<file path="src/design/fetchPkg.sv">
// fetch-side constants shared by the PC generator, the BTB and the top level
// every instruction is 32 bits and word aligned, so PC bits [1:0] are always zero
// on a valid fetch address
// the BTB size here is only the default that the top level turns into btbEntries

package fetchPkg;

  ////////////////////////////////////////////////////////////////////////////
  // datapath widths
  ////////////////////////////////////////////////////////////////////////////

  // instruction word as returned by the instruction memory
  parameter int instrWidth = 32;

  // byte address width of the PC
  parameter int addrWidth = 32;

  ////////////////////////////////////////////////////////////////////////////
  // PC sequencing
  ////////////////////////////////////////////////////////////////////////////

  // first fetch address after reset
  parameter logic [addrWidth-1:0] resetVector = '0;

  // sequential step, one full word
  parameter logic [addrWidth-1:0] pcStep = addrWidth'(4);

  // default BTB index width, 8 entries
  parameter int btbIndexBits = 3;

endpackage
</file>
<file path="src/design/pcGen.sv">
// PC generator with credit-based delivery to decode
// the read issued in a grant cycle returns from memory one cycle later and is
// presented to decode in that same cycle, so only one read is ever in flight
// an aligned redirect squashes the read granted in its own cycle
// a misaligned redirect only raises misalignedFault for one cycle
// numCredits must be 1 to 15

`timescale 1ns/100ps

module pcGen #(
  parameter int numCredits = 4
) (
  input  logic                              clk,
  input  logic                              rst,
  input  logic                              run,
  input  logic                              redirect,
  input  logic [fetchPkg::addrWidth-1:0]    redirectPc,
  input  logic                              btbHit,
  input  logic [fetchPkg::addrWidth-1:0]    btbTarget,
  input  logic                              fetchGrant,
  input  logic [fetchPkg::instrWidth-1:0]   rdData,
  input  logic                              creditReturn,
  output logic [fetchPkg::addrWidth-1:0]    pc,
  output logic                              fetchReq,
  output logic                              instrValid,
  output logic [fetchPkg::instrWidth-1:0]   instr,
  output logic [fetchPkg::addrWidth-1:0]    instrPc,
  output logic                              predTaken,
  output logic                              misalignedFault
);

  localparam int creditBits = $clog2(numCredits + 1);

  logic [creditBits-1:0]            creditCnt;
  logic [fetchPkg::addrWidth-1:0]   nextPc;
  logic                             redirectTaken;
  logic                             redirectBad;
  logic                             flightValid;
  logic                             flightSquash;

  // word alignment decides whether a redirect is honoured
  assign redirectBad   = redirect & (|redirectPc[1:0]);
  assign redirectTaken = redirect & ~(|redirectPc[1:0]);

  // ask for the memory only while a credit is held
  assign fetchReq = run & (creditCnt != '0);

  ////////////////////////////////////////////////////////////////////////////
  // next PC: aligned redirect, then BTB hit, then sequential
  ////////////////////////////////////////////////////////////////////////////
  always_comb begin
    nextPc = pc;
    if (redirectTaken) begin
      nextPc = redirectPc;
    end else if (fetchGrant) begin
      nextPc = btbHit ? btbTarget : pc + fetchPkg::pcStep;
    end
  end

  always_ff @(posedge clk) begin
    if (rst) begin
      pc              <= fetchPkg::resetVector;
      creditCnt       <= creditBits'(numCredits);
      flightValid     <= 1'b0;
      flightSquash    <= 1'b0;
      misalignedFault <= 1'b0;
    end else begin
      pc <= nextPc;
      // a squashed read hands its credit back when its data would have shown up
      creditCnt <= creditCnt + creditBits'(creditReturn) + creditBits'(flightSquash)
                   - creditBits'(fetchGrant);
      flightValid     <= fetchGrant & ~redirectTaken;
      flightSquash    <= fetchGrant & redirectTaken;
      misalignedFault <= redirectBad;
    end
  end

  // in-flight record, captured at grant and handed to decode with the word
  always_ff @(posedge clk) begin
    if (fetchGrant) begin
      instrPc   <= pc;
      predTaken <= btbHit;
    end
  end

  // the memory output register already holds the word for this cycle
  assign instrValid = flightValid;
  assign instr      = rdData;

  ////////////////////////////////////////////////////////////////////////////
  // checks
  ////////////////////////////////////////////////////////////////////////////
  creditBound: assert property (@(posedge clk) disable iff (rst)
    creditCnt <= creditBits'(numCredits))
    else $error("credit count %0d above limit %0d", creditCnt, numCredits);

  // squashed slot stays empty, the slot after it carries only the new target
  noSquashedDelivery: assert property (@(posedge clk) disable iff (rst)
    $past(redirectTaken && !rst, 2) |->
      (!$past(instrValid) && (!instrValid || (instrPc == $past(redirectPc, 2)))))
    else $error("old-path read reached decode after a redirect, pc %h", instrPc);

endmodule

</file>
<file path="config.mk">
export PLATFORM = sky130hd
export DESIGN_NAME = pcGen
export DESIGN_NICKNAME = d
export VERILOG_FILES = /design/src/design/fetchPkg.sv /design/src/design/pcGen.sv
export SDC_FILE = /design/constraint.sdc
export NUM_CORES = 1
export LEC_CHECK = 0
export BUFFER_PORTS_ARGS = -buffer_cell sky130_fd_sc_hd__clkbuf_2
export CORE_MARGIN = 1
export CORE_UTILIZATION = 34
export CTS_CLUSTER_DIAMETER = 80
export DETAILED_ROUTE_END_ITERATION = 8
export SLEW_MARGIN = 10
export SYNTH_ARGS = -nofsm -noshare
export SYNTH_HDL_FRONTEND = slang
export SYNTH_SLANG_ARGS = --single-unit
</file>
<file path="constraint.sdc">
create_clock -name clk -period 2.65 [get_ports clk]
set_input_delay 0.53 -clock clk [delete_from_list [all_inputs] [get_ports clk]]
set_output_delay 0.53 -clock clk [all_outputs]
set_load 0.005 [all_outputs]
</file>
==> flow_summary.json <==
{
  "clk_pin_slew_worst_paths_ns": 0.06,
  "coreArea_um2": 11100,
  "fin_skew_ns": 0.00922,
  "cts_root_buf": "clkbuf_16",
  "ir_drop_v": 0.000426,
  "placed_cells": 655,
  "final_core_util": 0.443,
  "relSlewSlack": 0.495,
  "wl_per_cell_um": 18.1,
  "ff2ff_setup_slack_ns": 0.31,
  "grt_first_pass_wirelength_um": 18300,
  "htreeDepth": 3,
  "io_pins": 203,
  "drtIter0Drc": 257,
  "rsz0062_at_grt": "no",
  "grt_max_degree": 96,
  "synth.cell_area_um2": 3940,
  "setup_viol": 0,
  "via_count": 3749,
  "p_sw_frac": 0.258,
  "final_antenna_net_count": 0,
  "crit_chain": "ha_1 > nand4_4 > or4_4 > or4_1 > o21a_1 > o32ai_1",
  "grt.overflow.total": 0,
  "syn_area_per_cell_um2": 9.28,
  "fin_cells": 671,
  "p_sw_uw": 796,
  "synth_warnings": 0,
  "synth-seq-area-share": 0.444,
  "crit_arrival_ns": 2.59,
  "hold_viol_final": 0,
  "postCtsHoldBufs": 0,
  "p_leak_uw": 0.00203,
  "powerDensity_nw_per_um2": 630,
  "via_per_inst": 5.59,
  "r2r_start": "pc[3]",
  "crit_type": "flip-flop to flip-flop",
  "fin_crit_sh": 0.883,
  "grtUsageTotal": 0.204,
  "cp.required_ns": 2.90,
  "nets": 633,
  "post_cts_buffers": 0,
  "tightest_slew_ns": 0.758,
  "grt_pass1_vias": 3605,
  "syn_inst": 425,
  "clkPwrFrac": 0.421,
  "wl_um": 12100,
  "synth_cell_types": 61,
  "slew_violations": 0,
  "timing.final.crit_period_ns": 2.34,
  "pre_cts_ws_ns": 0.317,
  "p_comb_frac": 0.147,
  "cts_max_path_buffers": 2,
  "cts_sinks": 71,
  "max_cap_violations": 0,
  "drc": 0,
  "start_util": 0.356,
  "timing.rr.end": "pc[26]",
  "dieHeight_um": 110,
  "rr_worst_depth": 6,
  "cp-startpoint": "pc[3]",
  "num_antenna_cells": 0,
  "port_buffers": 138,
  "dp_hpwl_um": 8720,
  "synth_edf_count": 33,
  "drtPass1Iterations": 4,
  "outcome": "completed",
  "rows": 38,
  "crit_path_end_kind": "flip-flop",
  "cp_max_fo": 8,
  "max_freq_mhz": 427,
  "grt_antenna_before_repair": 0,
  "crit_path_start_kind": "flip-flop",
  "synth_nets": 532,
  "dominantRegCellSynth": "dfxtp_1",
  "seqPwrFrac": 0.432,
  "cts_tree": "built",
  "final.setup.tns_ns": 0,
  "final.setup.worst_slack_ns": 0.310,
  "dieArea_um2": 12000,
  "place.gp.congestion": 0.833,
  "synth.ff_latch_count": 71,
  "p_int_uw": 2290,
  "multi_input_area_um2": 1790,
  "max_stage_delay_ns": 0.63,
  "async_flop_share": 0,
  "hp-class": "primary input to flip-flop",
  "slowest_stage": "or4_4",
  "syn_to_final_growth_pct": 24.4,
  "clk-insertion-delay-late_ns": 0.34,
  "final_layout_size_suffix_gt1_frac": 0.328,
  "cts-buffers-inserted": 9,
  "fp.dieW_um": 110,
  "nFillCells": 1118,
  "cts_resized": 0,
  "endpoint": "pc[26]",
  "seq_area_um2": 1750,
  "fin_total_pwr_uw": 3090
}
power by group through the flow:
stage          clock network [µW]  registers, µW  logic [µW]
2_1_floorplan                   0           1340         278
3_3_place_gp                    0           1350         451
3_5_place_dp                    0           1360         458
4_1_cts                      1320           1330         461
5_1_grt                      1360           1350         506
6_report                     1300           1330         454
worst min path at each step:
stage / cells after the start / end / slack, ns / start
floorplan: 0 / instrPc[18] / 0.45 / pc[18]
global placement: 0 / instrPc[0] / 0.44 / pc[0]
detailed placement: 0 / instrPc[1] / 0.46 / pc[1]
CTS: 3 / pc[7] / 0.43 / redirectPc[7]
global route: 3 / pc[23] / 0.44 / redirectPc[23]
finish: 3 / pc[7] / 0.43 / redirectPc[7]
cell usage after synthesis (3+ instances only):
| library cell | n | area, µm² |
|---|---|---|
| nor2b_1 | 5 | 31.3 |
| o211ai_1 | 6 | 45.0 |
| buf_1 | 4 | 15.0 |
| edfxtp_1 | 33 | 991 |
| or4_1 | 3 | 22.5 |
| o22ai_1 | 3 | 18.8 |
| nand2_1 | 37 | 139 |
| nand3_1 | 11 | 55.1 |
| nand2b_1 | 6 | 37.5 |
| and3_1 | 3 | 18.8 |
| a221oi_1 | 8 | 70.1 |
| a21o_1 | 6 | 45.0 |
| nor3b_1 | 5 | 37.5 |
| nand4_1 | 8 | 50.1 |
| dfxtp_1 | 38 | 761 |
| xnor2_1 | 6 | 52.6 |
| and4_1 | 3 | 26.3 |
| nor3_1 | 21 | 105 |
| a311oi_1 | 6 | 52.6 |
| mux2i_1 | 10 | 100 |
| nand3b_1 | 6 | 45.0 |
| and2_1 | 4 | 25.0 |
| o31ai_1 | 4 | 30.0 |
| a211oi_1 | 5 | 37.5 |
| a21oi_1 | 18 | 90.1 |
| a31oi_1 | 6 | 37.5 |
| nor2_1 | 31 | 116 |
| clkbuf_1 | 25 | 93.8 |
| o21ai_0 | 15 | 75.1 |
| nor4_1 | 5 | 31.3 |
| inv_1 | 11 | 41.3 |
| buf_4 | 32 | 240 |
flip-flops by register name, summed over array words and instances, names as in the netlist:
| signal | count |
|---|---|
| misalignedFault | 1 |
| instrValid | 1 |
| instrPc | 32 |
| predTaken | 1 |
| pc | 32 |
| flightSquash | 1 |
| creditCnt | 3 |
cells by family after synthesis:
logic type | count (synthesis) | share of synthesized area
AND/OR/NAND/NOR | 156 | 0.209
AO/OA/AOI/OAI | 103 | 0.186
XOR/XNOR | 7 | 0.0156
flip-flops | 71 | 0.444
adder cells (fa/ha/maj) | 4 | 0.0165
multiplexers | 10 | 0.0254
buffers and inverters | 74 | 0.103
critical path: cells and delay by family (launching register included):
family | cells | cell delay (ns)
fa+ha+maj | 1 | 0.31
simple gates | 3 | 1.24
compound gates | 2 | 0.29
flops | 1 | 0.41
layout by cell type, fill, tap and decap left out, types with 8 or more instances in the layout:
master	count
a21oi_1	18
a221oi_1	8
buf_4	14
clkbuf_16	9
clkbuf_2	137
dfxtp_1	38
edfxtp_1	33
inv_1	11
mux2i_1	10
nand2_1	37
nand3_1	11
nand4_1	8
nor2_1	31
nor3_1	21
o21ai_0	15
final cells by class:
type | count | share of cell area
clock buffers | 11 | 0.0475
multi-input cells | 280 | 0.365
well taps | 140 | 0.0357
repair buffers | 153 | 0.169
clock inverters | 5 | 0.0168
flip-flops and latches | 71 | 0.357
inverters | 11 | 0.00842
metal layers:
metal	vias up	track usage	routed length (µm)
li1	1763	-	-
met1	1798	0.253	5200
met2	145	0.326	5710
met3	43	0.0557	847
met4	0	0.102	357
met5	-	0	0
through the flow:
step | hold WS (ns) | instance area, µm²
floorplan | 0.452 | 3940
global placement | 0.443 | 4590
detailed placement | 0.456 | 4590
CTS | 0.425 | 4900
global route | 0.442 | 4900
finish | 0.431 | 4900
Power figures use the tool's default switching activity.
