[src/design/memPkg.sv]
// instruction-memory constants shared by the arbiter and the top level
// the memory is word addressed and holds 2**memAddrBits words by default
// requester ids double as the round-robin pointer value in the arbiter

package memPkg;

  ////////////////////////////////////////////////////////////////////////////
  // memory sizing
  ////////////////////////////////////////////////////////////////////////////

  // word address width, 256 words
  parameter int memAddrBits = 8;

  // requester ids on the single memory port
  parameter logic reqFetch = 1'b0;
  parameter logic reqLoad = 1'b1;

endpackage

[src/design/fetchPkg.sv]
// fetch-side constants shared by the PC generator, the BTB and the top level
// every instruction is 32 bits and word aligned, so PC bits [1:0] are always zero
// on a valid fetch address
// the BTB size here is only the default that the top level turns into btbEntries

package fetchPkg;

  ////////////////////////////////////////////////////////////////////////////
  // datapath widths
  ////////////////////////////////////////////////////////////////////////////

  // instruction word as returned by the instruction memory
  parameter int instrWidth = 32;

  // byte address width of the PC
  parameter int addrWidth = 32;

  ////////////////////////////////////////////////////////////////////////////
  // PC sequencing
  ////////////////////////////////////////////////////////////////////////////

  // first fetch address after reset
  parameter logic [addrWidth-1:0] resetVector = '0;

  // sequential step, one full word
  parameter logic [addrWidth-1:0] pcStep = addrWidth'(4);

  // default BTB index width, 8 entries
  parameter int btbIndexBits = 3;

endpackage
[src/design/memArbiter.sv]
// round-robin arbiter between fetch reads and program-load writes
// grants are combinational, at most one per cycle
// requesters must hold their request until granted
// both requesters present byte addresses, which become word addresses here

`timescale 1ns/100ps

module memArbiter #(
  parameter int memDepth = 256
) (
  input  logic                              clk,
  input  logic                              rst,
  input  logic                              fetchReq,
  input  logic [fetchPkg::addrWidth-1:0]    fetchAddr,
  input  logic                              loadValid,
  input  logic [fetchPkg::addrWidth-1:0]    loadAddr,
  input  logic [fetchPkg::instrWidth-1:0]   loadData,
  output logic                              fetchGrant,
  output logic                              loadGrant,
  output logic                              memEn,
  output logic                              memWe,
  output logic [$clog2(memDepth)-1:0]       memAddr,
  output logic [fetchPkg::instrWidth-1:0]   memWrData
);

  localparam int wordBits = $clog2(memDepth);

  // id of the requester that wins the next contended cycle
  logic rrPtr;
  logic contended;

  assign contended  = fetchReq & loadValid;
  assign fetchGrant = fetchReq & (~loadValid | (rrPtr == memPkg::reqFetch));
  assign loadGrant  = loadValid & (~fetchReq | (rrPtr == memPkg::reqLoad));

  // single memory port, write only for loads
  assign memEn     = fetchGrant | loadGrant;
  assign memWe     = loadGrant;
  assign memAddr   = loadGrant ? loadAddr[wordBits+1:2] : fetchAddr[wordBits+1:2];
  assign memWrData = loadData;

  always_ff @(posedge clk) begin
    if (rst) begin
      rrPtr <= memPkg::reqFetch;
    end else if (contended) begin
      rrPtr <= (rrPtr == memPkg::reqFetch) ? memPkg::reqLoad : memPkg::reqFetch;
    end
  end

  oneGrant: assert property (@(posedge clk) disable iff (rst) !(fetchGrant && loadGrant))
    else $error("requesters %0d and %0d granted together", memPkg::reqFetch, memPkg::reqLoad);

  // a held load loses at most one contended cycle
  loadNoStarve: assert property (@(posedge clk) disable iff (rst)
    (loadValid && !loadGrant) |=> loadGrant)
    else $error("requester %0d starved", memPkg::reqLoad);

endmodule

[config.mk]
export PLATFORM = sky130hd
export DESIGN_NAME = memArbiter
export DESIGN_NICKNAME = d
export VERILOG_FILES = /design/src/design/memPkg.sv /design/src/design/fetchPkg.sv /design/src/design/memArbiter.sv
export SDC_FILE = /design/constraint.sdc
export NUM_CORES = 1
export LEC_CHECK = 0
export ABC_CLOCK_PERIOD_IN_PS = 2600
export BUFFER_PORTS_ARGS = -buffer_cell sky130_fd_sc_hd__buf_2
export CORE_AREA = 2 2 56 58
export CTS_CLUSTER_SIZE = 14
export DETAILED_ROUTE_END_ITERATION = 8
export DIE_AREA = 0 0 58 60
export GPL_ROUTABILITY_DRIVEN = 0
export PLACE_DENSITY_LB_ADDON = 0.12
export SETUP_SLACK_MARGIN = 0.2
export SYNTH_ARGS = -nofsm -noshare
export SYNTH_HDL_FRONTEND = slang
export SYNTH_SLANG_ARGS = --single-unit
[constraint.sdc]
create_clock -name clk -period 2.6 [get_ports clk]
set_input_delay 0.13 -clock clk [delete_from_list [all_inputs] [get_ports clk]]
set_output_delay 0.13 -clock clk [all_outputs]
set_load 0.005 [all_outputs]
==> flow_summary.yaml, run 1 <==
status:
  status: "completed"
finish:
  areaGrowthSynthToFinish_pct: -12.5
  fin_nets: 150
  final_cell_mix: "buf_2 (31), mux2_2 (8), inv_1 (2)"
  reg_top3: "rrPtr x1"
  drive_above_1_share_pct: 85.4
  final_common_cell: "buf_2"
  largest_register_ff_count: 1
  diodes: 0
  top_register: "rrPtr"
  multiInputGateArea_um2: 134
  final_area_um2: 358
  fillCellCount: 343
  utilization_pct: 12.3
  regArea_um2: 20.0
route:
  drc: 0
  firstDrtPassIters: 1
  ant_nets: 0
  avgViaCountPerCell: 3.27
  vias: 265
  routedWlPerCell_um: 11.9
  routed_wl_um: 967
  dr.first_iter.drc_count: 0
sta:
  setup_tns_ps: 0
  max_freq_mhz: 766
  tightest_slew_ps: 342
  finalSetupViolCount: 0
  period_share_pct: 50.2
  hold_violations: 0
  period_minus_slack_ps: 1310
  skew_ps: 0
  whs_ps: 260
  relSlewSlack_pct: 77.1
  drv_slew: 0
  rsz0062_at_grt: "no"
worst_setup_path:
  worst-setup-path-type: "reg2out"
  path_max_fanout: 9
  rrSetupSlack_ps: 1880
  endpoint: "memAddr[3]"
  worstPathRequired_ps: 2470
  r2r_start: "rrPtr"
  cp.arrival_ps: 1180
  timing.rr.end: "rrPtr"
  worstSetupEndpointType: "output pin"
  reg2reg_depth: 2
  critPathLaunchType: "flop"
  critPathLaunch: "rrPtr"
floorplan:
  dieWidth_um: 58
  die_h_um: 60
  die_area_um2: 3480
  initial_core_util_pct: 14.1
  rows: 20
  ioPinCount: 144
  design.core.area_um2: 2900
worst_hold_path:
  hp-class: "in2out"
power:
  p_total_mw: 0.0729
  pwr_density_cell_nw_per_um2: 204
  ir_drop_uv: 102
  p_leak_nw: 0.192
flow_run:
  cap_violations: 0
logic_synthesis:
  ys_types: 10
  synth_cells: 50
  syn_nets: 150
  synth_area_um2: 409
  syn_avg_cell_area_um2: 8.18
  ys_ff_latch: 1
  seq_area_frac_synth_pct: 4.89
  ys_warn_count: 0
clock_network:
  path_clk_slew_ps: 0
  postCtsSetupBuffers: 0
  ctsResizeCount: 0
  clk_latency_ps: 0
  cts.hold.buffers_added: 0
global_routing:
  grt.overflow.total: 0
  grt_max_degree: 10
  grt_pass1_vias: 213
  grt_antenna_before_repair: 0
  grt_first_pass_wirelength_mm: 1.19
  grt_usage_pct: 4.37
placement:
  postPlaceCellArea_um2: 358
  io_buffer_count: 31
  dp_hpwl_um: 857
## critical path, stage by stage (launching register included)
cell,delay (ps)
dfxtp_1,330
o21ai_4,340
mux2_2,380
buf_2,130
## cell type report
type,count,area share (%)
multi-input combinational,14,37.4
sequential,1,5.59
timing repair buffer,31,43.4
tap,33,11.5
inverter,2,2.10
## power by group
part	switching [mW]	internal [mW]	total, mW	leakage, nW
Combinational	0.0207	0.0333	0.0539	0.184
Sequential	0.00195	0.0171	0.0190	0.00826
Clock	0	0	0	0
Total	0.0226	0.0503	0.0729	0.192
## metal layers
layer	up-vias	global-route usage (%)	routed length, um
li1	122	-	-
met1	106	5.02	275
met2	33	6.17	383
met3	4	3.46	299
met4	0	1.33	9
met5	-	0	0
## metrics by stage
step,instances,worst slack (ps)
after floorplan,50,1510
after global placement,81,1240
after detailed placement,81,1260
after CTS,81,1250
after global routing,81,1200
final,81,1290
## cells in the mapped netlist
cell type / number / area, um2
dfxtp_1: 1 / 20.0
or2_2: 1 / 6.26
mux2_2: 8 / 90.1
a21oi_1: 1 / 5.00
nand2_1: 1 / 3.75
xor2_1: 1 / 8.76
nor2_1: 1 / 3.75
buf_4: 33 / 248
o21ai_4: 1 / 16.3
inv_1: 2 / 7.51
## cells by family (layout without fill, tap and decap cells)
kind of cell | count (synthesis) | after routing | share of synthesized area, %
AO/OA/AOI/OAI | 2 | 2 | 5.20
XOR/XNOR | 1 | 1 | 2.14
buffers and inverters | 35 | 33 | 62.4
flip-flops | 1 | 1 | 4.89
multiplexers | 8 | 8 | 22.0
AND/OR/NAND/NOR | 3 | 3 | 3.36
## worst min-delay path by stage
stage,endpoint,start,cells after the start
4_1_cts,memWrData[13],loadData[13],0
3_5_place_dp,memWrData[13],loadData[13],0
5_1_grt,memWrData[30],loadData[30],0
6_report,memWrData[10],loadData[10],0
2_1_floorplan,rrPtr,rst,1
3_3_place_gp,memWrData[13],loadData[13],0
Power figures use the tool's default switching activity.
==> run 2, diff against run 1 <==
--- a/config.mk
+++ b/config.mk
@@ -5,12 +5,12 @@
 export SDC_FILE = /design/constraint.sdc
 export NUM_CORES = 1
 export LEC_CHECK = 0
-export ABC_CLOCK_PERIOD_IN_PS = 2600
+export ABC_CLOCK_PERIOD_IN_PS = 1100
 export BUFFER_PORTS_ARGS = -buffer_cell sky130_fd_sc_hd__buf_2
-export CORE_AREA = 2 2 56 58
+export CORE_MARGIN = 2
+export CORE_UTILIZATION = 15
 export CTS_CLUSTER_SIZE = 14
 export DETAILED_ROUTE_END_ITERATION = 8
-export DIE_AREA = 0 0 58 60
 export GPL_ROUTABILITY_DRIVEN = 0
 export PLACE_DENSITY_LB_ADDON = 0.12
 export SETUP_SLACK_MARGIN = 0.2
==> constraint.sdc (replaced) <==
create_clock -name clk -period 1.1 [get_ports clk]
set_input_delay 0.055 -clock clk [delete_from_list [all_inputs] [get_ports clk]]
set_output_delay 0.055 -clock clk [all_outputs]
set_load 0.005 [all_outputs]
==> run 2 against run 1 <==
Net effect: register-to-register slack worse by 1500 ps; total power rose to 2.7 times the previous value; sequential share of layout area down 0.23 points; first-iteration DRC count up 1; final area up 11%; die area down 9.2%; flip-flop and latch count unchanged; setup slack worse by 1300 ps; combinational power rose to 2.8 times the previous value; via count up 5.3%; cell count down 1.2%; clock skew unchanged.
==> flow_summary.yaml, run 2 (synthesis gave the netlist of run 1 again) <==
status:
  status: "completed"
global_routing:
  grt.overflow.total: 0
  grt_first_pass_wirelength_mm: 1.24
  grt_antenna_before_repair: 0
  grt_max_degree: 10
  grt_usage_pct: 4.76
  grt_pass1_vias: 242
flow_run:
  cap_violations: 0
clock_network:
  clk_latency_ps: 0
  path_clk_slew_ps: 0
  ctsResizeCount: 1
  cts.hold.buffers_added: 0
  postCtsSetupBuffers: 0
sta:
  rsz0062_at_grt: "yes"
  timing.final.ws_setup_ps: 3.29
  drv_slew: 0
  whs_ps: 110
  tightest_slew_ps: 131
  finalSetupViolCount: 0
  period_share_pct: 99.7
  period_minus_slack_ps: 1100
  hold_violations: 0
  setup_tns_ps: 0
  relSlewSlack_pct: 91.2
  skew_ps: 0
  max_freq_mhz: 912
power:
  p_leak_nw: 0.219
  pwr_density_cell_nw_per_um2: 498
  ir_drop_uv: 115
  p_total_mw: 0.198
placement:
  postPlaceCellArea_um2: 387
  io_buffer_count: 31
  dp_hpwl_um: 842
  dp_slack_ps: -2.71
  dp.cells: 80
floorplan:
  dieWidth_um: 56.2
  rows: 18
  die_h_um: 56.2
  ioPinCount: 144
  initial_core_util_pct: 16.2
  design.core.area_um2: 2520
  die_area_um2: 3160
worst_setup_path:
  cp_cell_sequence: "o21ai_4 -> buf_12 -> mux2_2 -> buf_2"
  worstSetupEndpointType: "output pin"
  cp.arrival_ps: 1040
  worst-setup-path-type: "reg2out"
  worstPathRequired_ps: 1040
  path_max_fanout: 9
  worst-path-buf-inv: 2
  crit_cells: 4
  slowest_stage: "mux2_2"
  max_stage_delay_ps: 320
  reg2reg_depth: 3
  critPathLaunchType: "flop"
  path_delay_family: "multiplexers"
route:
  routedWlPerCell_um: 11.5
  vias: 279
  dr.first_iter.drc_count: 1
  drc: 0
  firstDrtPassIters: 2
  routed_wl_um: 920
  ant_nets: 0
  avgViaCountPerCell: 3.49
finish:
  final_cells: 80
  drive_above_1_share_pct: 88.0
  areaGrowthSynthToFinish_pct: -3.06
  diodes: 0
  final_area_um2: 397
  final_cell_mix: "buf_2 (30), mux2_2 (6), inv_1 (2), mux2_4 (2)"
  final_common_cell: "buf_2"
  top_register: "rrPtr"
  largest_register_ff_count: 1
  utilization_pct: 15.7
  reg_top3: "rrPtr x1"
  fin_nets: 152
worst_hold_path:
  hp-class: "in2out"
  hold_depth: 0
[run 2: cell types whose count changed in the layout (fill, tap and decap cells not counted), sizes merged]
| cell | before | now |
|---|---|---|
| buf | 31 | 33 |
[run 2: final cells by class]
cell class	instances	area [um2]
multi-input combinational	14	141
tap	30	37.5
inverter	2	7.51
fill	293	2130
sequential	1	21.3
timing repair buffer	33	189
[run 2: final timing paths]
path	from	endpoint	slack, ps
setup reg to reg	rrPtr	rrPtr	350
hold reg to reg	rrPtr	rrPtr	630
setup / recovery	rrPtr	memAddr[2]	3
hold / removal	loadData[22]	memWrData[22]	110
[run 2: metal layers]
layer,GRT usage [%],share of wire [%]
met5,0,0
met4,2.04,3.2
met3,6.28,38
met2,6.05,34
met1,4.27,25
[run 2: power breakdown]
group / switching (mW) / internal [mW]
Combinational: 0.0538 / 0.0997
Sequential: 0.00303 / 0.0410
Clock: 0 / 0
==> run 3, diff against run 2 <==
--- a/config.mk
+++ b/config.mk
@@ -5,7 +5,7 @@
 export SDC_FILE = /design/constraint.sdc
 export NUM_CORES = 1
 export LEC_CHECK = 0
-export ABC_CLOCK_PERIOD_IN_PS = 1100
+export ABC_CLOCK_PERIOD_IN_PS = 900
 export BUFFER_PORTS_ARGS = -buffer_cell sky130_fd_sc_hd__buf_2
 export CORE_MARGIN = 2
 export CORE_UTILIZATION = 15
==> constraint.sdc (replaced) <==
create_clock -name clk -period 0.9 [get_ports clk]
set_input_delay 0.045 -clock clk [delete_from_list [all_inputs] [get_ports clk]]
set_output_delay 0.045 -clock clk [all_outputs]
set_load 0.005 [all_outputs]
==> run 3 against run 2 <==
Net effect: total power up 28%; combinational power up 30%; via count up 6.1%; the flow now finishes with violations (setup timing); die area unchanged; utilization up 0.99 points; sequential power up 22%; flip-flop and latch count unchanged.
==> flow_summary.yaml, run 3 (synthesis gave the netlist of run 1 again) <==
status:
  status: "finished, violations left"
  violations: "setup timing"
finish:
  top_register: "rrPtr"
  final_cell_mix: "buf_2 (30), mux2_2 (6)"
  areaGrowthSynthToFinish_pct: 3.06
  final_common_cell: "buf_2"
  fin_nets: 154
  largest_register_ff_count: 1
  final_cells: 82
  reg_top3: "rrPtr x1"
  diodes: 0
  drive_above_1_share_pct: 90.4
route:
  firstDrtPassIters: 1
  wl_met3_um: 357
  routedWlPerCell_um: 11.5
  ant_nets: 0
  dr_wl_met2_um: 331
  top_layer: "met4"
  avgViaCountPerCell: 3.61
  met1Wirelength_um: 230
  drc: 0
  routed_wl_um: 947
  vias: 296
  dr.first_iter.drc_count: 0
floorplan:
  design.core.area_um2: 2520
  ioPinCount: 144
  die_area_um2: 3160
  dieWidth_um: 56.2
  die_h_um: 56.2
  rows: 18
  initial_core_util_pct: 16.2
global_routing:
  grt_pass1_vias: 272
  grt_first_pass_wirelength_mm: 1.28
  grt_antenna_before_repair: 0
  grt_max_degree: 10
  grt_usage_pct: 4.90
  grt.overflow.total: 0
sta:
  drv_slew: 0
  rsz0062_at_grt: "yes"
  period_minus_slack_ps: 1080
  timing.final.ws_setup_ps: -182
  period_share_pct: 120
  hold_violations: 0
  tightest_slew_ps: 140
  skew_ps: 0
  finalSetupViolCount: 8
  relSlewSlack_pct: 90.7
  max_freq_mhz: 924
placement:
  io_buffer_count: 31
  dp_slack_ps: -183
  dp.cells: 82
  dp_hpwl_um: 858
power:
  ir_drop_uv: 137
  p_leak_nw: 0.230
  pwr_density_cell_nw_per_um2: 599
clock_network:
  path_clk_slew_ps: 0
  clk_latency_ps: 0
  cts.hold.buffers_added: 0
worst_setup_path:
  cp.arrival_ps: 1040
  reg2reg_depth: 3
  endpoint: "memAddr[3]"
  worst-setup-path-type: "reg2out"
  path_max_fanout: 9
  rrSetupSlack_ps: 150
  timing.rr.end: "rrPtr"
  critPathLaunchType: "flop"
  r2r_start: "rrPtr"
  worstSetupEndpointType: "output pin"
  critPathLaunch: "rrPtr"
  worstPathRequired_ps: 850
flow_run:
  cap_violations: 0
worst_hold_path:
  hp-class: "in2out"
## run 3: changes by cell type in the layout (fill, tap and decap cells not counted)
cell     change
a21oi_1      -1
a21oi_2      +1
buf_4        +1
buf_6        +1
or2_2        -1
or2_4        +1
## run 3: how the worst min path moves through the flow
| stage | cells past startpoint | from | end | slack (ps) |
|---|---|---|---|---|
| after global placement | 0 | loadData[10] | memWrData[10] | 90 |
| after global routing | 0 | loadData[0] | memWrData[0] | 90 |
| final | 0 | loadData[0] | memWrData[0] | 90 |
| after detailed placement | 0 | loadData[10] | memWrData[10] | 90 |
| after CTS | 0 | loadData[10] | memWrData[10] | 90 |
| after floorplan | 1 | rst | rrPtr | 110 |
## run 3: layout make-up
| cell class | instances | area [um2] |
|---|---|---|
| Multi-Input combinational cell | 14 | 148 |
| Tap cell | 30 | 37.5 |
| Timing Repair Buffer | 35 | 208 |
| Fill cell | 312 | 2100 |
| Sequential cell | 1 | 21.3 |
| Inverter | 2 | 7.51 |
## run 3: report_power, final
part	total [mW]	switching [mW]	internal, mW
registers	0.0538	0.00367	0.0501
clock network	0	0	0
logic	0.199	0.0682	0.131
## run 3: through the flow
| stage | hold slack [ps] | cell area, um2 | power [mW] | setup TNS (ps) | util, % |
|---|---|---|---|---|---|
| floorplan | 110 | 414 | 0.248 | -559 | - |
| global placement | 90.0 | 402 | 0.244 | -1420 | 15.9 |
| detailed placement | 90.0 | 402 | 0.242 | -1430 | 15.9 |
| CTS | 90.0 | 418 | 0.254 | -1460 | 16.6 |
| global route | 90.0 | 422 | 0.272 | -1650 | 16.7 |
| finish | 90.0 | 422 | 0.253 | -1370 | 16.7 |
## run 3: timing repair
item,4_1_cts,5_1_grt
resized for setup,4,1
pin swaps,1,0
buffers inserted,0,0
setup endpoints to repair,13,12
cloned,0,0
## run 3: layer usage
metal / vias up / track usage, %
met4: 0 / 2.04
met1: 113 / 4.13
li1: 129 / -
met5: - / 0
met2: 48 / 6.55
met3: 6 / 6.51
## run 3: worst max-delay path, cell delays in order, from the launching register on
cell and delay (ps):
dfxtp_2 310, o21ai_4 140, buf_12 140, mux2_2 320
buf_2 120
