[src/design/fetchPkg.sv]
// fetch-side constants shared by the PC generator, the BTB and the top level
// every instruction is 32 bits and word aligned, so PC bits [1:0] are always zero
// on a valid fetch address
// the BTB size here is only the default that the top level turns into btbEntries

package fetchPkg;

  ////////////////////////////////////////////////////////////////////////////
  // datapath widths
  ////////////////////////////////////////////////////////////////////////////

  // instruction word as returned by the instruction memory
  parameter int instrWidth = 32;

  // byte address width of the PC
  parameter int addrWidth = 32;

  ////////////////////////////////////////////////////////////////////////////
  // PC sequencing
  ////////////////////////////////////////////////////////////////////////////

  // first fetch address after reset
  parameter logic [addrWidth-1:0] resetVector = '0;

  // sequential step, one full word
  parameter logic [addrWidth-1:0] pcStep = addrWidth'(4);

  // default BTB index width, 8 entries
  parameter int btbIndexBits = 3;

endpackage
[src/design/btb.sv]
// direct-mapped branch target buffer
// lookup is combinational on the current PC, an update is visible after the
// next clock edge
// btbEntries must be a power of two and at least 2
// PC bits [1:0] are not stored since every fetch address is word aligned

`timescale 1ns/100ps

module btb #(
  parameter int btbEntries = 8
) (
  input  logic                              clk,
  input  logic                              rst,
  input  logic [fetchPkg::addrWidth-1:0]    pc,
  input  logic                              btbUpdate,
  input  logic [fetchPkg::addrWidth-1:0]    btbUpdatePc,
  input  logic [fetchPkg::addrWidth-1:0]    btbUpdateTarget,
  output logic                              btbHit,
  output logic [fetchPkg::addrWidth-1:0]    btbTarget
);

  localparam int indexBits = $clog2(btbEntries);
  localparam int tagBits   = fetchPkg::addrWidth - indexBits - 2;

  logic [btbEntries-1:0]            validBits;
  logic [tagBits-1:0]               tagMem [btbEntries];
  logic [fetchPkg::addrWidth-1:0]   targetMem [btbEntries];
  logic [indexBits-1:0]             lookupIdx;
  logic [indexBits-1:0]             updateIdx;
  logic [tagBits-1:0]               lookupTag;
  logic [tagBits-1:0]               updateTag;

  // index from word bits, tag from everything above
  assign lookupIdx = pc[indexBits+1:2];
  assign lookupTag = pc[fetchPkg::addrWidth-1:indexBits+2];
  assign updateIdx = btbUpdatePc[indexBits+1:2];
  assign updateTag = btbUpdatePc[fetchPkg::addrWidth-1:indexBits+2];

  assign btbHit    = validBits[lookupIdx] && (tagMem[lookupIdx] == lookupTag);
  assign btbTarget = targetMem[lookupIdx];

  // only the valid bits are cleared, stale tags are harmless behind them
  always_ff @(posedge clk) begin
    if (rst) begin
      validBits <= '0;
    end else if (btbUpdate) begin
      validBits[updateIdx] <= 1'b1;
    end
  end

  always_ff @(posedge clk) begin
    if (btbUpdate) begin
      tagMem[updateIdx]    <= updateTag;
      targetMem[updateIdx] <= btbUpdateTarget;
    end
  end

endmodule

[config.mk]
export PLATFORM = sky130hd
export DESIGN_NAME = btb
export DESIGN_NICKNAME = d
export VERILOG_FILES = /design/src/design/fetchPkg.sv /design/src/design/btb.sv
export SDC_FILE = /design/constraint.sdc
export NUM_CORES = 1
export LEC_CHECK = 0
export BUFFER_PORTS_ARGS = -buffer_cell sky130_fd_sc_hd__buf_2
export CAP_MARGIN = 20
export CORE_UTILIZATION = 50
export CTS_CLUSTER_DIAMETER = 80
export DETAILED_ROUTE_END_ITERATION = 7
export HOLD_SLACK_MARGIN = 0.03
export MAX_ROUTING_LAYER = met4
export PLACE_DENSITY = 0.73
export SLEW_MARGIN = 15
export SYNTH_ARGS = -nofsm -noshare
export SYNTH_HDL_FRONTEND = slang
export SYNTH_SLANG_ARGS = --single-unit
[constraint.sdc]
create_clock -name clk -period 18.05 [get_ports clk]
set_input_delay 3.61 -clock clk [delete_from_list [all_inputs] [get_ports clk]]
set_output_delay 3.61 -clock clk [all_outputs]
set_load 0.05 [all_outputs]
==> parameters.txt, run 1 <==
Parameter                              Value

Status
  Result of the run    complete, but fails checks
  Violations in the final reports    design-rule violations

Pwr
  Switching power summed over all nets    494 uW
  Design internal power    1860 uW
  Clock network power share    0.393
  Proportion of power drawn by combinational gates    0.068
  Static power due to leakage    roughly 0.007 uW
  Worst ir drop on vdd    0.0904 mV
  Power density over cell area    between 100 and 150 nW/um^2
  Switching Share    0.209
  Sequential power share    0.539

Finish
  Layout cells sized above 1    0.369
  Fill cells    2516
  Area overhead of the layout relative to synthesis    14.4%
  Most common cell after layout, fill and taps aside    edfxtp_1
  Most frequent cells in the layout    edfxtp_1 (472), buf_2 (124), mux4_2 (116)
  Final net count    between 1000 and 1500
  Fin util    0.586

Worst setup path
  Crit Path Class    in -> out
  Crit path DAT    roughly 7600 ps
  Depth of the most critical reg-to-reg path    2
  Slowest cell on crit path    buf_4
  CP peak stage delay    slightly above 800 ps
  Capture instance of the worst register-to-register path    validBits[3]
  Combined buffer and inverter count along the critical path    3
  Critical path origin    pc[2]
  Destination of the critical timing path    btbHit
  WP depth    9
  Origin of the critical flop-to-flop path    validBits[3]
  CP max FO    78
  Top cell family by delay on the critical path    buffers and inverters
  Nature of the critical path startpoint    input pin
  Cell-by-cell trace of the critical path    clkbuf_8 > buf_4 > mux4_2 > mux2i_1 > xnor2_1 > nor4_1 > nand4_1 > nor4b_2 > buf_2
  Endpoint kind of the worst setup timing path    output pin
  Reg-to-reg setup timing slack    between 15000 and 20000 ps
  Worst path required time    between 10000 and 15000 ps

Placed design
  Post-Place Worst Slack    around 6700 ps
  Estimated wirelength of the detail-placed design    approximately 17000 um
  Weighted congestion at the end of routability-driven global placement    between 0.7 and 0.8
  Number of buffers inserted by port buffering    between 100 and 150

Floorplan
  Core Rows    between 60 and 70
  Die Ht    194 um
  Area of the die    approximately 37000 sq um
  Initial core utilization    0.512
  Ports    132
  Chip width    approximately 190 um
  Placeable core region    approximately 36000 sq um

Yosys
  Syn Inst Count    between 700 and 800
  EDFF count, synth    ~470
  Prevailing post-synth register cell    edfxtp_1
  Library cells used by synthesis    27
  Ys async rst share    0
  #FFs+latches synth    between 400 and 500
  Yosys Warn Count    0
  Sequential fraction of the synthesis area    0.781
  Synth Cell Area    roughly 18000 sq um
  Avg Synthesized Cell Area    23.5 sq um
  Syn Nets    around 880

Drt
  Routed wire per std cell    ~24 um
  DRC viols    6
  Pre-antenna DRT Iters    6
  Routed wire length    approximately 35000 um
  Detailed-route vias per instance    between 5 and 6
  Residual antenna-violating net count after detailed routing    0
  Number of DRC violations after detailed-routing iteration 0    about 650
  Routed vias    8156

Clock tree
  Max H-tree Level    2
  Root Buffer Master    clkbuf_16
  CTS hold repair buffers    0
  PostCTS Resize Cnt    0
  Clock Tree Buf Depth    3
  TritonCTS clock tree    yes
  Count of buffers added by post-CTS timing repair for setup    0
  Clock insertion delay at the later pin of the skew report    roughly 540 ps
  Clock edge transition at the registers on the reported setup and hold paths    60 ps
  TritonCTS sink count    480
  Clock buffer count from CTS    48

STA
  Post-Route Setup TNS    0 ps
  Final Setup Violations    0
  Minimum clock period after layout    roughly 11000 ps
  Pins Over Slew Limit    0
  Max-slew headroom at the worst pin    0.268
  Part of the cycle the worst path needs    0.619
  Fmax achieved    about 90 MHz
  Hold Vio Cnt, Final    0
  Final setup skew    0 ps
  Worst setup margin    6880 ps
  Setup repair after global routing missed its margin    false
  Pin slew with the least headroom to its limit    around 1100 ps

Min path
  Hold-critical path depth    2
  Type of the most critical hold path    reg -> reg
  Start point of the worst hold path    validBits[2]

Global routing
  Grt ovf    0
  Vias in the first global route    about 8500
  Number of antenna violations at the first check in global routing    4
  Global-route wire length before repair    between 50000 and 60000 um
  Maximum number of pins on one net before global-route repair    around 80
  Overall fraction of global-route tracks in use    0.192

Job
  Number of maximum-capacitance constraint violations    0
layout make-up:
class                   instances  area (sq um)  area share
repair buffers                139           739      0.0352
clock inverters                19           160     0.00763
diodes                          4          10.0    0.000477
flip-flops and latches        480         14300       0.683
multi-input cells             265          3870       0.185
well taps                     461           577      0.0275
clock buffers                  65          1290      0.0613
flip-flops by register name, indices dropped and copies added (netlist names):
register   cells
validBits      8
tagMem       216
targetMem    256
cells in the mapped netlist, drive strengths merged, types with 4 or more instances:
master / number / area share
nand2: 8 / 0.0016
mux2i: 31 / 0.017
edfxtp: 472 / 0.77
dfxtp: 8 / 0.0087
a22oi: 4 / 0.0016
buf: 32 / 0.0098
xor2: 11 / 0.0053
nand2b: 6 / 0.0020
mux4: 116 / 0.14
xnor2: 14 / 0.0067
nor2: 25 / 0.0051
mux2: 32 / 0.020
how the worst min path moves through the flow:
| stage | endpoint | slack [ps] |
|---|---|---|
| 2_1_floorplan | validBits[1] | 430 |
| 3_3_place_gp | validBits[5] | 450 |
| 3_5_place_dp | validBits[7] | 460 |
| 4_1_cts | validBits[7] | 470 |
| 5_1_grt | validBits[2] | 490 |
| 6_report | validBits[2] | 470 |
layer usage:
metal | up-vias | routed length, um | GRT usage
li1 | 3590 | - | -
met1 | 4318 | 15400 | 0.264
met2 | 192 | 16800 | 0.301
met3 | 56 | 1790 | 0.0377
met4 | 0 | 622 | 0.0456
met5 | - | 0 | -
tightest hold or removal path: stages (launching register included):
cell     delay (ps)
dfxtp_1         320
nor2_1           50
nor2_1           60
power groups by stage:
stage	Clock, uW	Sequential, uW	Combinational, uW
2_1_floorplan	0	1290	111
3_3_place_gp	0	1290	162
3_5_place_dp	0	1290	164
4_1_cts	942	1270	165
5_1_grt	985	1270	174
6_report	926	1270	161
metrics by stage:
| stage | hold WS (ps) | std cells | area, sq um | total power, uW |
|---|---|---|---|---|
| 6_report | 470 | 1433 | 21000 | 2360 |
| 5_1_grt | 494 | 1433 | 21000 | 2430 |
| 4_1_cts | 472 | 1429 | 21000 | 2380 |
| 3_5_place_dp | 459 | 1345 | 19500 | 1460 |
| 3_3_place_gp | 446 | 1345 | 19500 | 1450 |
| 2_1_floorplan | 435 | 780 | 18300 | 1400 |
cell families after synthesis:
logic type      count (synthesis)  synth area share
compound gates                  8           0.00293
simple gates                   53            0.0143
flops                         480             0.781
buf+inv                        35            0.0104
mux                           179             0.179
xor+xnor                       25            0.0119
(Power assumes the default switching activity.)
==> run 2: changes to the inputs <==
--- a/config.mk
+++ b/config.mk
@@ -5,6 +5,7 @@
 export SDC_FILE = /design/constraint.sdc
 export NUM_CORES = 1
 export LEC_CHECK = 0
+export ABC_AREA = 1
 export BUFFER_PORTS_ARGS = -buffer_cell sky130_fd_sc_hd__buf_2
 export CAP_MARGIN = 20
 export CORE_UTILIZATION = 50
==> constraint.sdc (replaced) <==
create_clock -name clk -period 11.6 [get_ports clk]
set_input_delay 2.32 -clock clk [delete_from_list [all_inputs] [get_ports clk]]
set_output_delay 2.32 -clock clk [all_outputs]
set_load 0.05 [all_outputs]
==> run 2 against run 1 <==
Net effect: the flow now finishes without violations; sequential power grew 56%; sequential share of layout area shrank 4.3 points; utilization shrank 0.93 points; synthesized area grew 7.8%; flip-flop and latch count is the same; die area grew 7.7%; critical path type unchanged; critical endpoint unchanged; largest power group unchanged.
==> parameters.txt, run 2 <==
Parameter                              Value

Drt
  Routed wire per std cell    approximately 18 um
  DRC viols    0
  Number of DRC violations after detailed-routing iteration 0    roughly 990
  Pre-antenna DRT Iters    6
  Detailed-route vias per instance    5.28
  Routed vias    around 13000
  Routed wire length    about 43000 um
  Residual antenna-violating net count after detailed routing    0

Worst setup path
  Crit Path Class    in -> out
  Slowest cell on crit path    clkinv_2
  Critical path origin    pc[4]
  Nature of the critical path startpoint    input pin
  Capture instance of the worst register-to-register path    validBits[4]
  CP max FO    53
  Origin of the critical flop-to-flop path    validBits[4]
  Endpoint kind of the worst setup timing path    output pin
  Crit path DAT    just under 6000 ps
  Cell mode on critical path    nand2_1
  Worst path required time    9280 ps
  Destination of the critical timing path    btbHit
  Top cell family by delay on the critical path    buffers and inverters
  CP peak stage delay    ~860 ps
  Reg-to-reg setup timing slack    between 10000 and 15000 ps
  Depth of the most critical reg-to-reg path    2
  Cell-by-cell trace of the critical path    buf_2 > clkinv_2 > buf_4 > nand3_1 > nand2_1 > nand2_1 > nand2_1 > nor2_1 > nand2_1 > nor2_1 > nand2_1 > nor2_1 > buf_2
  WP depth    13
  Combined buffer and inverter count along the critical path    4

Clock tree
  TritonCTS clock tree    yes
  Clock buffer count from CTS    48
  Count of buffers added by post-CTS timing repair for setup    0
  CTS hold repair buffers    0
  PostCTS Resize Cnt    0
  TritonCTS sink count    480
  Root Buffer Master    clkbuf_16
  Clock edge transition at the registers on the reported setup and hold paths    approximately 60 ps
  Max H-tree Level    2
  Clock insertion delay at the later pin of the skew report    between 500 and 600 ps
  Clock Tree Buf Depth    3

Min path
  Type of the most critical hold path    reg -> reg

STA
  Setup repair after global routing missed its margin    false
  Minimum clock period after layout    slightly above 8000 ps
  Part of the cycle the worst path needs    0.700
  Pin slew with the least headroom to its limit    1100 ps
  Fmax achieved    123 MHz
  Hold Vio Cnt, Final    0
  Post-Route Setup TNS    0 ps
  Pins Over Slew Limit    0
  Final setup skew    0 ps
  Final Setup Violations    0
  Max-slew headroom at the worst pin    0.265

Floorplan
  Chip width    201 um
  Ports    roughly 130
  Area of the die    roughly 40000 sq um
  Placeable core region    approximately 39000 sq um
  Initial core utilization    0.509
  Die Ht    201 um
  Core Rows    72

Finish
  Area overhead of the layout relative to synthesis    13.2%
  Most common cell after layout, fill and taps aside    edfxtp_1
  Registers with the highest flip-flop counts    targetMem x256, tagMem x216, validBits x8
  Most frequent cells in the layout    edfxtp_1 (472), nand2_1 (359), nor2_1 (291)
  Layout cells sized above 1    0.115
  Register bank with the most flops    targetMem
  Final net count    between 1500 and 2000
  Number of flip-flops in the largest register    about 260

Yosys
  Yosys Warn Count    0
  EDFF count, synth    472
  Leading post-synthesis cells by cell area    edfxtp_1 (72%), nand2_1 (6.8%), nor2_1 (5.7%)
  Prevailing post-synth register cell    edfxtp_1
  Syn Inst Count    around 1800
  Fraction of synthesized cell area taken by the top area cell type    0.717
  Avg Synthesized Cell Area    about 11 sq um
  Synth Cell Area    around 20000 sq um
  Library cells used by synthesis    18
  Top post-synthesis cells by count    edfxtp_1 (472), nand2_1 (359), nor2_1 (299)
  Leading cell type by number of instances after synthesis    edfxtp_1
  Sequential fraction of the synthesis area    0.725
  Ys async rst share    0
  Syn Nets    1858
  Post-synth top area cell    edfxtp_1
  #FFs+latches synth    between 400 and 500

Pwr
  Design internal power    around 3000 uW
  Sequential power share    0.523
  Proportion of power drawn by combinational gates    0.077
  Clock network power share    0.400
  Switching Share    0.223
  Switching power summed over all nets    between 800 and 900 uW
  Worst ir drop on vdd    approximately 0.15 mV
  Power density over cell area    between 150 and 200 nW/um^2
  Static power due to leakage    0.00863 uW
  Power consumption    3780 uW

Global routing
  Vias in the first global route    ~13000
  Maximum number of pins on one net before global-route repair    about 120
  Global-route wire length before repair    approximately 68000 um
  Grt ovf    0
  Overall fraction of global-route tracks in use    0.224
  Number of antenna violations at the first check in global routing    8

Placed design
  Weighted congestion at the end of routability-driven global placement    0.792
  Estimated wirelength of the detail-placed design    approximately 22000 um
  Number of buffers inserted by port buffering    ~130

Job
  Number of maximum-capacitance constraint violations    0

Status
  Result of the run    finished clean
[run 2: cell count changes in the layout (fill, tap and decap cells not counted), moves of 7 or more]
cell,change
nand2_1,+351
nor2_1,+272
inv_1,+175
nand3_1,+138
o21ai_0,+127
mux4_2,-116
a31oi_1,+32
mux2_2,-32
o22ai_1,+32
mux2i_1,-31
nand3b_1,+14
xnor2_1,-14
xor2_1,-11
clkbuf_1,-7
[run 2: power groups by stage]
stage          sequential [uW]  clock [uW]  combinational (uW)
6_report                  1980        1510                 289
3_5_place_dp              2010           0                 290
2_1_floorplan             2010           0                 191
5_1_grt                   1980        1600                 320
4_1_cts                   1980        1530                 291
3_3_place_gp              2010           0                 281
[run 2: stage by stage]
step,cells,instance area [sq um],utilization,setup slack (ps),hold WS [ps]
CTS,2413,22400,0.576,3560,471
global placement,2326,20800,0.536,3580,449
detailed placement,2326,20800,0.536,3580,457
floorplan,1759,19800,-,5190,440
global route,2421,22400,0.576,3330,501
finish,2422,22400,0.576,3490,472
[run 2: worst reg2reg max path, delay by kind of cell, from the launching register on]
family	cells	cell delay [ps]
AND/OR/NAND/NOR	2	200
flip-flops	1	340
[run 2: worst min-delay path by stage]
stage | end | from | cells after the start | slack [ps]
floorplan | validBits[1] | validBits[1] | 2 | 440
global placement | validBits[2] | validBits[2] | 2 | 450
detailed placement | validBits[7] | validBits[7] | 2 | 460
CTS | validBits[3] | validBits[3] | 2 | 470
global route | validBits[7] | validBits[7] | 2 | 500
finish | validBits[0] | validBits[0] | 2 | 470
[run 2: kinds of logic (layout without fill, tap and decap cells)]
logic type | Yosys count | count (layout) | synth area share
other | 0 | 9 | 0
AND/OR/NAND/NOR | 810 | 810 | 0.165
AO/OA/AOI/OAI | 199 | 199 | 0.0546
buffers and inverters | 270 | 406 | 0.0552
flip-flops | 480 | 480 | 0.725
[run 2: routing by layer]
| metal | wire, um | track usage | up-vias | share of wire |
|---|---|---|---|---|
| met5 | 0 | - | - | 0 |
| met4 | 935 | 0.0815 | 0 | 0.022 |
| met3 | 3000 | 0.0393 | 74 | 0.069 |
| met2 | 21700 | 0.375 | 411 | 0.50 |
| met1 | 17800 | 0.274 | 6136 | 0.41 |
| li1 | - | - | 6175 | - |
[run 2: area by class of cell]
class / instances / area (sq um)
Fill cell: 3099 / 16500
Sequential cell: 480 / 14300
Multi-Input combinational cell: 1009 / 4400
Clock buffer: 60 / 1290
Timing Repair Buffer: 141 / 749
Inverter: 178 / 676
Tap cell: 518 / 648
Clock inverter: 27 / 254
Antenna cell: 9 / 22.5
==> run 3: changes to the inputs <==
--- a/config.mk
+++ b/config.mk
@@ -5,7 +5,7 @@
 export SDC_FILE = /design/constraint.sdc
 export NUM_CORES = 1
 export LEC_CHECK = 0
-export ABC_AREA = 1
+export ABC_AREA = 0
 export BUFFER_PORTS_ARGS = -buffer_cell sky130_fd_sc_hd__buf_2
 export CAP_MARGIN = 20
 export CORE_UTILIZATION = 50
@@ -13,7 +13,7 @@
 export DETAILED_ROUTE_END_ITERATION = 7
 export HOLD_SLACK_MARGIN = 0.03
 export MAX_ROUTING_LAYER = met4
-export PLACE_DENSITY = 0.73
+export PLACE_DENSITY = 0.76
 export SLEW_MARGIN = 15
 export SYNTH_ARGS = -nofsm -noshare
 export SYNTH_HDL_FRONTEND = slang
==> constraint.sdc (replaced) <==
create_clock -name clk -period 6.88 [get_ports clk]
set_input_delay 1.376 -clock clk [delete_from_list [all_inputs] [get_ports clk]]
set_output_delay 1.376 -clock clk [all_outputs]
set_load 0.05 [all_outputs]
==> run 3 against run 2 <==
Net effect: the run now ends with design-rule violations left; clock skew unchanged; clock-buffer cell count decreased by 2; final cell count decreased by 40%; largest power group unchanged; non-clock buffer count increased by 5; critical path type unchanged.
==> parameters.txt, run 3 (same netlist as run 1, synthesis figures left out) <==
Parameter                              Value

Worst setup path
  Nature of the critical path startpoint    input pin
  Cell-by-cell trace of the critical path    buf_4 > buf_4 > mux4_2 > mux2i_1 > xor2_1 > nand4_1 > nor4b_2 > buf_2
  Combined buffer and inverter count along the critical path    3
  CP peak stage delay    540 ps
  Slowest cell on crit path    buf_4
  Top cell family by delay on the critical path    buffers and inverters
  Crit path DAT    4180 ps
  Cell mode on critical path    buf_4
  Worst path required time    approximately 5500 ps
  WP depth    8
  Crit Path Class    in -> out
  Endpoint kind of the worst setup timing path    output pin
  CP max FO    42
  Depth of the most critical reg-to-reg path    2

Finish
  Register area    between 10000 and 15000 sq um
  Most frequent cells in the layout    edfxtp_1 (472), buf_2 (124), mux4_2 (116)
  Most common cell after layout, fill and taps aside    edfxtp_1
  Layout cells sized above 1    0.379
  Fill cells    between 2000 and 3000
  Multi-input gate area in the final layout    between 3000 and 4000 sq um
  Number of flip-flops in the largest register    around 260
  Final net count    ~1000
  Register bank with the most flops    targetMem
  Registers with the highest flip-flop counts    targetMem x256, tagMem x216, validBits x8
  Area overhead of the layout relative to synthesis    15.4%

Global routing
  Maximum number of pins on one net before global-route repair    just over 60
  Vias in the first global route    8772
  Number of antenna violations at the first check in global routing    8
  Global-route wire length before repair    between 50000 and 60000 um
  Overall fraction of global-route tracks in use    0.199
  Grt ovf    0

Drt
  Detailed-route vias per instance    5.74
  Number of DRC violations after detailed-routing iteration 0    603
  DRC viols    18
  Routed wire per std cell    roughly 24 um
  Residual antenna-violating net count after detailed routing    0
  Routed vias    8288
  Pre-antenna DRT Iters    7
  Routed wire length    35300 um

Clock tree
  Max H-tree Level    2
  CTS hold repair buffers    0
  PostCTS Resize Cnt    0
  Count of buffers added by post-CTS timing repair for setup    0
  TritonCTS sink count    480
  Clock Tree Buf Depth    3
  Clock buffer count from CTS    47
  TritonCTS clock tree    yes
  Clock insertion delay at the later pin of the skew report    560 ps
  Clock edge transition at the registers on the reported setup and hold paths    around 60 ps
  Root Buffer Master    clkbuf_16

Floorplan
  Chip width    between 150 and 200 um
  Placeable core region    between 30000 and 40000 sq um
  Die Ht    slightly below 200 um
  Initial core utilization    0.512
  Area of the die    37500 sq um
  Ports    between 100 and 150
  Core Rows    a little under 70

STA
  Hold Vio Cnt, Final    0
  Setup repair after global routing missed its margin    false
  Fin Hold WS    between 400 and 500 ps
  Final Setup Violations    0
  Final setup skew    0 ps
  Pin slew with the least headroom to its limit    approximately 1100 ps
  Post-Route Setup TNS    0 ps
  Part of the cycle the worst path needs    0.808
  Pins Over Slew Limit    0
  Minimum clock period after layout    between 5000 and 6000 ps
  Max-slew headroom at the worst pin    0.267
  Fmax achieved    between 150 and 200 MHz

Pwr
  Worst ir drop on vdd    around 0.21 mV
  Power density over cell area    approximately 300 nW/um^2
  Static power due to leakage    0.00695 uW

Job
  Number of maximum-capacitance constraint violations    0

Status
  Result of the run    complete, but fails checks
  Violations in the final reports    design-rule violations

Placed design
  Number of buffers inserted by port buffering    approximately 130
  Weighted congestion at the end of routability-driven global placement    between 0.7 and 0.8
  Estimated wirelength of the detail-placed design    18600 um

Min path
  Type of the most critical hold path    reg -> reg
  Hold-critical path depth    2
[run 3: cell types whose count changed in the layout (fill, tap and decap cells not counted), sizes merged, moves of 32 or more]
cell	delta
a31oi	-32
mux4	+116
inv	-177
nand3	-138
mux2	+32
nor2	-274
o21ai	-131
nand2	-351
o22ai	-32
[run 3: worst register-to-register path: stages (launching register included)]
cell,delay [ps]
dfxtp_1,310
nor2_1,110
nor2_1,60
[run 3: final timing paths]
path	startpoint	slack (ps)	to
setup / recovery	pc[4]	1320	btbHit
setup reg to reg	validBits[5]	6290	validBits[5]
hold / removal	validBits[6]	470	validBits[6]
hold reg to reg	validBits[6]	470	validBits[6]
[run 3: report_power, final]
| part | switching (uW) | total (uW) | internal (uW) |
|---|---|---|---|
| combinational | 261 | 429 | 168 |
| sequential | 21.0 | 3330 | 3310 |
| clock | 1030 | 2550 | 1520 |
| total | 1310 | 6310 | 5000 |
[run 3: final cells by class]
type / count / share of cell area
multi-input cells: 265 / 0.183
flip-flops and latches: 480 / 0.677
diodes: 9 / 0.00106
clock inverters: 25 / 0.0128
clock buffers: 58 / 0.0595
well taps: 461 / 0.0272
repair buffers: 146 / 0.0393
[run 3: per-layer routing]
metal / up-vias / GRT usage / wire length [um]
met3: 49 / 0.0417 / 2260
met1: 4381 / 0.265 / 14900
met5: - / - / 0
met4: 0 / 0.0521 / 581
met2: 245 / 0.316 / 17500
li1: 3613 / - / -
[run 3: per-stage QoR]
stage	instance area (sq um)	power [uW]	worst slack, ps	instances	utilization
floorplan	18300	3680	708	780	-
global placement	19600	3810	1260	1350	0.546
detailed placement	19600	3830	1250	1350	0.546
finish	21200	6310	1320	1444	0.591
global route	21200	6490	1010	1443	0.591
CTS	21100	6360	1240	1433	0.589
